<file path="config.mk">
export PLATFORM = sky130hd
export DESIGN_NAME = host_rx_subsystem
export DESIGN_NICKNAME = d
export VERILOG_FILES = /design/src/verilog/hiq_pkg.sv /design/src/verilog/host_input_queue.sv /design/src/verilog/descriptor_fifo.sv /design/src/verilog/host_queue_wb.sv /design/src/verilog/host_rx_subsystem.sv
export SDC_FILE = /design/constraint.sdc
export NUM_CORES = 1
export LEC_CHECK = 0
export ABC_AREA = 0
export BUFFER_PORTS_ARGS = -buffer_cell sky130_fd_sc_hd__clkbuf_2
export CAP_MARGIN = 20
export CORE_ASPECT_RATIO = 0.5
export CORE_UTILIZATION = 58
export DETAILED_ROUTE_END_ITERATION = 8
export PLACE_DENSITY = 0.79
export SLEW_MARGIN = 20
export SYNTH_ARGS = -nofsm -noshare
export SYNTH_HDL_FRONTEND = slang
export SYNTH_SLANG_ARGS = --single-unit
</file>
<file path="constraint.sdc">
create_clock -name i_clk -period 4.1 [get_ports i_clk]
set_clock_uncertainty 0.2 [all_clocks]
set_input_delay 0.205 -clock i_clk [delete_from_list [all_inputs] [get_ports i_clk]]
set_output_delay 0.205 -clock i_clk [all_outputs]
set_load 0.02 [all_outputs]
</file>
<file path="src/verilog/hiq_pkg.sv">
// layout fixed to a 48-bit TSN tag and 9-bit buffer id; FIFO_DEPTH must be a power of two matching FIFO_AW
package hiq_pkg;

    //**********************************************************************
    // descriptor layouts
    //**********************************************************************

    // offer from one descriptor source, held until ack
    typedef struct packed {
        logic [47:0] tsn_tag;
        logic [8:0]  buf_id;
        logic        lookup_flag;
    } hiq_req_t;

    // queue entry, flag on top and buffer id at the bottom
    typedef struct packed {
        logic        lookup_flag;
        logic [11:0] flow_id;
        logic [8:0]  buf_id;
    } hiq_desc_t;

    // flow id field inside the tag
    localparam int FLOWID_MSB = 42;
    localparam int FLOWID_LSB = 31;

    //**********************************************************************
    // queue sizing
    //**********************************************************************

    localparam int FIFO_DEPTH = 16;
    localparam int FIFO_AW    = 4;
    // one wider than the pointer so a full queue can be counted
    localparam int FIFO_CW    = 5;

    //**********************************************************************
    // host register map
    //**********************************************************************

    localparam int WB_DW = 32;
    localparam int WB_AW = 4;

    localparam logic [WB_AW-1:0] REG_DESC   = 4'd0;
    localparam logic [WB_AW-1:0] REG_STATUS = 4'd1;

    // status word carries the count in the low bits
    localparam int DESC_VALID_BIT  = 31;
    localparam int STATUS_FULL_BIT = 8;

endpackage

</file>
<file path="src/verilog/host_input_queue.sv">
// sources must hold request and wr until ack and then drop wr; hcp can starve network while it keeps requesting
`timescale 1ns/1ps

module host_input_queue (
    input  logic               i_clk,
    input  logic               i_rst_n,

    // host control port
    input  hiq_pkg::hiq_req_t  i_hcp_req,
    input  logic               i_hcp_wr,
    output logic               o_hcp_ack,

    // network side
    input  hiq_pkg::hiq_req_t  i_net_req,
    input  logic               i_net_wr,
    output logic               o_net_ack,

    // queue write side
    input  logic               i_fifo_full,
    output logic               o_fifo_wr,
    output hiq_pkg::hiq_desc_t o_fifo_wdata
);

    typedef enum logic [1:0] {
        IDLE_S      = 2'd0,
        HCP_PAUSE_S = 2'd1,
        NET_PAUSE_S = 2'd2
    } arb_state_t;

    arb_state_t state;
    logic       grant_hcp;
    logic       grant_net;

    // flag, flow id from the tag, buffer id
    function automatic hiq_pkg::hiq_desc_t pack_entry(input hiq_pkg::hiq_req_t req);
        hiq_pkg::hiq_desc_t entry;
        entry.lookup_flag = req.lookup_flag;
        entry.flow_id     = req.tsn_tag[hiq_pkg::FLOWID_MSB:hiq_pkg::FLOWID_LSB];
        entry.buf_id      = req.buf_id;
        return entry;
    endfunction

    //**********************************************************************
    // grant decision
    //**********************************************************************

    // hcp first, network only while hcp is quiet
    assign grant_hcp = (state == IDLE_S) && !i_fifo_full && i_hcp_wr;
    assign grant_net = (state == IDLE_S) && !i_fifo_full && !i_hcp_wr && i_net_wr;

    //**********************************************************************
    // arbiter FSM
    //**********************************************************************

    always_ff @(posedge i_clk or negedge i_rst_n) begin
        if (!i_rst_n) begin
            state     <= IDLE_S;
            o_hcp_ack <= 1'b0;
            o_net_ack <= 1'b0;
            o_fifo_wr <= 1'b0;
        end else begin
            // strobes last one cycle
            o_hcp_ack <= 1'b0;
            o_net_ack <= 1'b0;
            o_fifo_wr <= 1'b0;
            case (state)
                IDLE_S: begin
                    if (grant_hcp) begin
                        o_hcp_ack <= 1'b1;
                        o_fifo_wr <= 1'b1;
                        state     <= HCP_PAUSE_S;
                    end else if (grant_net) begin
                        o_net_ack <= 1'b1;
                        o_fifo_wr <= 1'b1;
                        state     <= NET_PAUSE_S;
                    end
                end
                // wait for the served source to release wr
                HCP_PAUSE_S: begin
                    if (!i_hcp_wr) begin
                        state <= IDLE_S;
                    end
                end
                NET_PAUSE_S: begin
                    if (!i_net_wr) begin
                        state <= IDLE_S;
                    end
                end
                default: begin
                    state <= IDLE_S;
                end
            endcase
        end
    end

    // entry goes out with the write strobe
    always_ff @(posedge i_clk) begin
        if (grant_hcp) begin
            o_fifo_wdata <= pack_entry(i_hcp_req);
        end else if (grant_net) begin
            o_fifo_wdata <= pack_entry(i_net_req);
        end
    end

endmodule

</file>
<file path="src/verilog/descriptor_fifo.sv">
// writer must not write when full and reader must not pop when empty; neither is checked here
`timescale 1ns/1ps

module descriptor_fifo (
    input  logic                        i_clk,
    input  logic                        i_rst_n,

    // write side
    input  logic                        i_wr,
    input  hiq_pkg::hiq_desc_t          i_wdata,

    // read side, head visible before the pop
    input  logic                        i_pop,
    output hiq_pkg::hiq_desc_t          o_head,

    // occupancy
    output logic                        o_empty,
    output logic                        o_full,
    output logic [hiq_pkg::FIFO_CW-1:0] o_count
);

    hiq_pkg::hiq_desc_t          mem [hiq_pkg::FIFO_DEPTH];
    logic [hiq_pkg::FIFO_AW-1:0] wr_ptr;
    logic [hiq_pkg::FIFO_AW-1:0] rd_ptr;
    logic [hiq_pkg::FIFO_CW-1:0] count;

    //**********************************************************************
    // storage
    //**********************************************************************

    always_ff @(posedge i_clk) begin
        if (i_wr) begin
            mem[wr_ptr] <= i_wdata;
        end
    end

    // first word fall through
    assign o_head = mem[rd_ptr];

    //**********************************************************************
    // pointers and count
    //**********************************************************************

    // pointers wrap naturally at the power-of-two depth
    always_ff @(posedge i_clk or negedge i_rst_n) begin
        if (!i_rst_n) begin
            wr_ptr <= '0;
            rd_ptr <= '0;
            count  <= '0;
        end else begin
            if (i_wr) begin
                wr_ptr <= wr_ptr + 1'b1;
            end
            if (i_pop) begin
                rd_ptr <= rd_ptr + 1'b1;
            end
            case ({i_wr, i_pop})
                2'b10: begin
                    count <= count + 1'b1;
                end
                2'b01: begin
                    count <= count - 1'b1;
                end
                // write and pop together leave the count alone
                default: begin
                    count <= count;
                end
            endcase
        end
    end

    assign o_count = count;
    assign o_empty = (count == '0);
    assign o_full  = (count == hiq_pkg::FIFO_CW'(hiq_pkg::FIFO_DEPTH));

endmodule

</file>
<file path="src/verilog/host_queue_wb.sv">
// Wishbone classic slave, no wait on the master beyond one cycle; writes are acked and dropped, no sel or err
`timescale 1ns/1ps

module host_queue_wb (
    input  logic                        i_clk,
    input  logic                        i_rst_n,

    // host bus
    input  logic                        i_wb_cyc,
    input  logic                        i_wb_stb,
    input  logic                        i_wb_we,
    input  logic [hiq_pkg::WB_AW-1:0]   i_wb_adr,
    // write data has no register to land in
    input  logic [hiq_pkg::WB_DW-1:0]   i_wb_dat,
    output logic [hiq_pkg::WB_DW-1:0]   o_wb_dat,
    output logic                        o_wb_ack,

    // queue head and status
    input  hiq_pkg::hiq_desc_t          i_head,
    input  logic                        i_empty,
    input  logic                        i_full,
    input  logic [hiq_pkg::FIFO_CW-1:0] i_count,

    output logic                        o_pop
);

    logic                      access_start;
    logic                      desc_sel;
    logic                      status_sel;
    logic [hiq_pkg::WB_DW-1:0] rd_word;

    //**********************************************************************
    // decode
    //**********************************************************************

    // new cycle seen, not yet acked
    assign access_start = i_wb_cyc && i_wb_stb && !o_wb_ack;

    assign desc_sel   = (i_wb_adr == hiq_pkg::REG_DESC);
    assign status_sel = (i_wb_adr == hiq_pkg::REG_STATUS);

    // pop lands on the same clock that raises ack
    assign o_pop = access_start && !i_wb_we && desc_sel && !i_empty;

    //**********************************************************************
    // read word
    //**********************************************************************

    always_comb begin
        rd_word = '0;
        if (desc_sel && !i_empty) begin
            rd_word[hiq_pkg::DESC_VALID_BIT]         = 1'b1;
            rd_word[$bits(hiq_pkg::hiq_desc_t)-1:0]  = i_head;
        end else if (status_sel) begin
            rd_word[hiq_pkg::FIFO_CW-1:0]     = i_count;
            rd_word[hiq_pkg::STATUS_FULL_BIT] = i_full;
        end
    end

    // empty queue and unmapped addresses read as zero
    always_ff @(posedge i_clk) begin
        if (access_start) begin
            if (i_wb_we) begin
                o_wb_dat <= '0;
            end else begin
                o_wb_dat <= rd_word;
            end
        end
    end

    //**********************************************************************
    // ack
    //**********************************************************************

    // one cycle only, master drops stb after it
    always_ff @(posedge i_clk or negedge i_rst_n) begin
        if (!i_rst_n) begin
            o_wb_ack <= 1'b0;
        end else begin
            o_wb_ack <= access_start;
        end
    end

endmodule

</file>
<file path="src/verilog/host_rx_subsystem.sv">
// queue holds FIFO_DEPTH entries; descriptor sources stall without limit while it is full
`timescale 1ns/1ps

module host_rx_subsystem (
    input  logic                        i_clk,
    input  logic                        i_rst_n,

    // host control port
    input  hiq_pkg::hiq_req_t           i_hcp_req,
    input  logic                        i_hcp_wr,
    output logic                        o_hcp_ack,

    // network side
    input  hiq_pkg::hiq_req_t           i_net_req,
    input  logic                        i_net_wr,
    output logic                        o_net_ack,

    // host bus
    input  logic                        i_wb_cyc,
    input  logic                        i_wb_stb,
    input  logic                        i_wb_we,
    input  logic [hiq_pkg::WB_AW-1:0]   i_wb_adr,
    input  logic [hiq_pkg::WB_DW-1:0]   i_wb_dat,
    output logic [hiq_pkg::WB_DW-1:0]   o_wb_dat,
    output logic                        o_wb_ack
);

    // arbiter to queue
    logic                        fifo_wr;
    hiq_pkg::hiq_desc_t          fifo_wdata;
    logic                        fifo_full;

    // queue to host slave
    hiq_pkg::hiq_desc_t          fifo_head;
    logic                        fifo_empty;
    logic [hiq_pkg::FIFO_CW-1:0] fifo_count;
    logic                        fifo_pop;

    host_input_queue host_input_queue_inst (
        .i_clk        (i_clk),
        .i_rst_n      (i_rst_n),
        .i_hcp_req    (i_hcp_req),
        .i_hcp_wr     (i_hcp_wr),
        .o_hcp_ack    (o_hcp_ack),
        .i_net_req    (i_net_req),
        .i_net_wr     (i_net_wr),
        .o_net_ack    (o_net_ack),
        .i_fifo_full  (fifo_full),
        .o_fifo_wr    (fifo_wr),
        .o_fifo_wdata (fifo_wdata)
    );

    descriptor_fifo descriptor_fifo_inst (
        .i_clk   (i_clk),
        .i_rst_n (i_rst_n),
        .i_wr    (fifo_wr),
        .i_wdata (fifo_wdata),
        .i_pop   (fifo_pop),
        .o_head  (fifo_head),
        .o_empty (fifo_empty),
        .o_full  (fifo_full),
        .o_count (fifo_count)
    );

    host_queue_wb host_queue_wb_inst (
        .i_clk    (i_clk),
        .i_rst_n  (i_rst_n),
        .i_wb_cyc (i_wb_cyc),
        .i_wb_stb (i_wb_stb),
        .i_wb_we  (i_wb_we),
        .i_wb_adr (i_wb_adr),
        .i_wb_dat (i_wb_dat),
        .o_wb_dat (o_wb_dat),
        .o_wb_ack (o_wb_ack),
        .i_head   (fifo_head),
        .i_empty  (fifo_empty),
        .i_full   (fifo_full),
        .i_count  (fifo_count),
        .o_pop    (fifo_pop)
    );

endmodule

</file>
==> results.py <==
metrics = {
    "run_status": {
        "status": "complete, no violations",
    },
    "logic_synthesis": {
        "synthAdderAreaFrac": 0.006920,
        "synth-edff-count": 397,
        "ys_seq_area_frac": 0.7618,
        "synth_xor_area_frac": 0.005920,
        "ys.flop_type": "edfxtp_1",
        "synth_compound_area_frac": 0.02545,
        "synthesis.instances": 755,
        "yosys_register_bits": 416,
        "synth_warnings": 0,
        "synth_top_family_by_area": "multiplexers",
        "synth_mux_area_frac": 0.1539,
        "ys_async_sr_fraction": 0.04567,
        "synth_cell_types": 43,
        "netlist_area_mm2": 0.01627,
        "synth_area_per_cell_um2": 21.55,
        "synthSimpleGateAreaFrac": 0.02614,
    },
    "floorplan": {
        "die_area_mm2": 0.02877,
        "core_area_mm2": 0.02701,
        "die_w_um": 238.9,
        "die_h_um": 120.4,
        "rows": 42,
        "initial_utilization": 0.6025,
        "io-pin-count": 194,
    },
    "grt": {
        "grt_pass1_wl_um": 52540,
        "grt_max_degree": 51,
        "grt_antenna_before_repair": 0,
        "grt_overflow": 0,
        "first_global_vias": 8381,
        "grt_usage": 0.2586,
    },
    "final_layout": {
        "num_antenna_cells": 0,
        "nFillCells": 1577,
        "fin_cells": 1314,
        "syn2layout_area_growth_pct": 15.74,
        "layout-drive-gt1-share": 0.2957,
        "design_area_mm2": 0.01883,
        "seq_area_mm2": 0.01241,
        "final_nets": 1082,
        "multiInputGateArea_mm2": 0.003637,
    },
    "critical_path": {
        "path_cells": "nor4_1 > a211oi_1 > nand2_1 > buf_4 > mux2_2 > dlygate4sd3_1",
        "cp_top_family": "buffers and inverters",
        "cp_num_buf_inv": 2,
        "start_kind": "flip-flop",
        "slowest_delay_ps": 570,
        "worstSetupPathType": "reg2reg",
        "cp_data_required_time_ps": 4170,
        "cp_max_fo": 23,
        "end_kind": "flip-flop",
        "cp_slowest_cell": "dlygate4sd3_1",
        "crit_arrival_ps": 3260,
    },
    "pwr": {
        "p_clk_frac": 0.328,
        "swShare": 0.2462,
        "intPower_mw": 7.460,
        "p_comb_frac": 0.126,
        "total_power_mw": 9.896,
        "leakage_nw": 6.191,
        "power_frac_seq": 0.546,
        "peakVddDrop_mv": 0.2422,
        "power_density_mw_per_mm2": 525.4,
        "p_sw_mw": 2.436,
    },
    "sta": {
        "slew_headroom": 0.3653,
        "fin_crit_ps": 3187,
        "fmax_mhz": 313.8,
        "drv_slew": 0,
        "worst_slew_pin_slew_ps": 951.0,
        "fin_crit_sh": 0.7773,
        "rsz0062_at_grt": "false",
        "holdWs_ps": 16.13,
        "hold_viol": 0,
        "setup_viol": 0,
        "setup_tns_ps": 0,
    },
    "routing": {
        "vias": 8256,
        "wire_per_inst_um": 27.03,
        "via_per_inst": 6.283,
        "firstDrtPassIters": 5,
        "post-route-drc-count": 0,
        "ant_nets": 0,
        "initialDrtViolationCount": 1059,
        "finalWirelength_um": 35520,
    },
    "cts": {
        "clock-sinks": 416,
        "cts-root-buf": "clkbuf_16",
        "cts_setup_buffers": 0,
        "numCtsBuffers": 35,
        "cts_resized": 0,
        "cts_htree_levels": 2,
        "clockBufferDepth": 3,
        "clock_latency_ps": 530,
        "cts_tree": "built",
        "path_clk_slew_ps": 70,
    },
    "job": {
        "drv_cap": 0,
    },
    "hold_path": {
        "min_path_type": "in2reg",
    },
    "placement": {
        "numPlacedInstances": 1197,
        "gp_congestion": 0.7536,
        "place_area_mm2": 0.01720,
        "numPortBuffers": 80,
        "dpl.hpwl_um": 18800,
    },
}
==> what timing repair did <==
item,in CTS,in global routing
endpoints found under the setup margin,0,0
hold endpoints to repair,52,0
hold buffers,54,0
==> cell usage after synthesis (all sizes together) (2+ instances only) <==
| cell | count | area share |
|---|---|---|
| nand2b | 4 | 0.0015 |
| nor3b | 3 | 0.0014 |
| and3b | 2 | 0.0011 |
| edfxtp | 397 | 0.73 |
| mux2 | 24 | 0.017 |
| mux4 | 94 | 0.13 |
| xnor2 | 5 | 0.0027 |
| a22o | 4 | 0.0022 |
| nor4 | 3 | 0.0015 |
| inv | 8 | 0.0018 |
| ha | 9 | 0.0069 |
| nor2b | 17 | 0.0065 |
| mux2i | 5 | 0.0031 |
| nand2 | 15 | 0.0035 |
| nor2 | 17 | 0.0039 |
| clkbuf | 15 | 0.0035 |
| nor3 | 15 | 0.0046 |
| buf | 34 | 0.014 |
| a21oi | 5 | 0.0015 |
| a211oi | 23 | 0.011 |
| dfrtp | 19 | 0.029 |
| o21a | 2 | 0.00092 |
| nand4 | 2 | 0.00077 |
| xor2 | 6 | 0.0032 |
| o22ai | 11 | 0.0042 |
| o21ai | 6 | 0.0018 |
==> worst reg2reg max path, stage by stage (launching register included) <==
cell and delay (ps):
dfrtp_1 480, nor4_1 510, a211oi_1 230, nand2_1 120
buf_4 410, mux2_2 410, dlygate4sd3_1 570
==> cell usage in the layout (no fill, tap or decap), drive strengths merged, types with 4 or more instances in the layout <==
cell / n
edfxtp: 397
clkbuf: 125
mux4: 94
dlygate4sd3: 54
buf: 29
mux2: 24
a211oi: 23
dfrtp: 19
nor2b: 17
nor2: 17
nand2: 15
nor3: 15
clkinv: 15
o22ai: 11
ha: 9
conb: 9
inv: 9
xor2: 6
o21ai: 6
mux2i: 5
a21oi: 5
xnor2: 5
nand2b: 4
a22o: 4
==> path summary, 6_finish.rpt <==
check | start | to | slack, ps | cells after the start
setup reg to reg | descriptor_fifo_inst.o_count[1] | host_input_queue_inst.o_fifo_wdata[16] | 910 | 6
hold / removal | i_wb_adr[3] | descriptor_fifo_inst.rd_ptr[3] | 20 | 5
hold reg to reg | host_input_queue_inst.state[0] | host_input_queue_inst.state[1] | 270 | 1
setup / recovery | descriptor_fifo_inst.o_count[1] | host_input_queue_inst.o_fifo_wdata[16] | 910 | 6
max in group asynchronous | i_rst_n | descriptor_fifo_inst.rd_ptr[0] | 1730 | 4
min in group asynchronous | i_rst_n | descriptor_fifo_inst.rd_ptr[1] | 340 | 3
==> registers in the layout (all words and copies together), names as in the netlist <==
register and cells:
host_input_queue_inst.o_net_ack 1, descriptor_fifo_inst.o_count 5, descriptor_fifo_inst.rd_ptr 4, host_queue_wb_inst.o_wb_dat 23, host_queue_wb_inst.o_wb_ack 1, host_input_queue_inst.state 2, host_input_queue_inst.o_fifo_wr 1, descriptor_fifo_inst.mem 352
host_input_queue_inst.o_fifo_wdata 22, descriptor_fifo_inst.wr_ptr 4, host_input_queue_inst.o_hcp_ack 1
==> stage by stage <==
step,utilization,setup slack (ps)
global route,0.6973,774.1
CTS,0.6973,936.2
floorplan,-,1178
finish,0.6973,912.9
global placement,0.6367,963.9
detailed placement,0.6367,848.3
==> power groups by stage <==
stage / Sequential (mW) / Combinational (mW) / Clock, mW
finish: 5.40 / 1.25 / 3.25
global route: 5.44 / 1.33 / 3.45
CTS: 5.40 / 1.25 / 3.28
detailed placement: 5.48 / 1.18 / 0
global placement: 5.44 / 1.13 / 0
floorplan: 5.32 / 0.891 / 0
==> cell families after synthesis <==
logic type,count (synthesis)
buf+inv,57
xor+xnor,11
compound gates,57
simple gates,81
mux,123
flops,416
other cells,1
fa+ha+maj,9
==> area by class of cell <==
| cell class | instances | area share |
|---|---|---|
| clock buffer | 45 | 0.05069 |
| clock inverter | 18 | 0.007573 |
| tap | 374 | 0.02485 |
| sequential | 416 | 0.6587 |
| inverter | 8 | 0.001594 |
| multi-input combinational | 290 | 0.1931 |
| timing repair buffer | 163 | 0.06351 |
==> layer usage <==
| metal | track usage | vias up | share of wire |
|---|---|---|---|
| met5 | 0 | - | 0 |
| met4 | 0.08814 | 0 | 0.031 |
| met3 | 0.05639 | 83 | 0.097 |
| met2 | 0.4181 | 499 | 0.49 |
| met1 | 0.3557 | 4244 | 0.38 |
| li1 | - | 3430 | - |
Power figures use the tool's default switching activity.
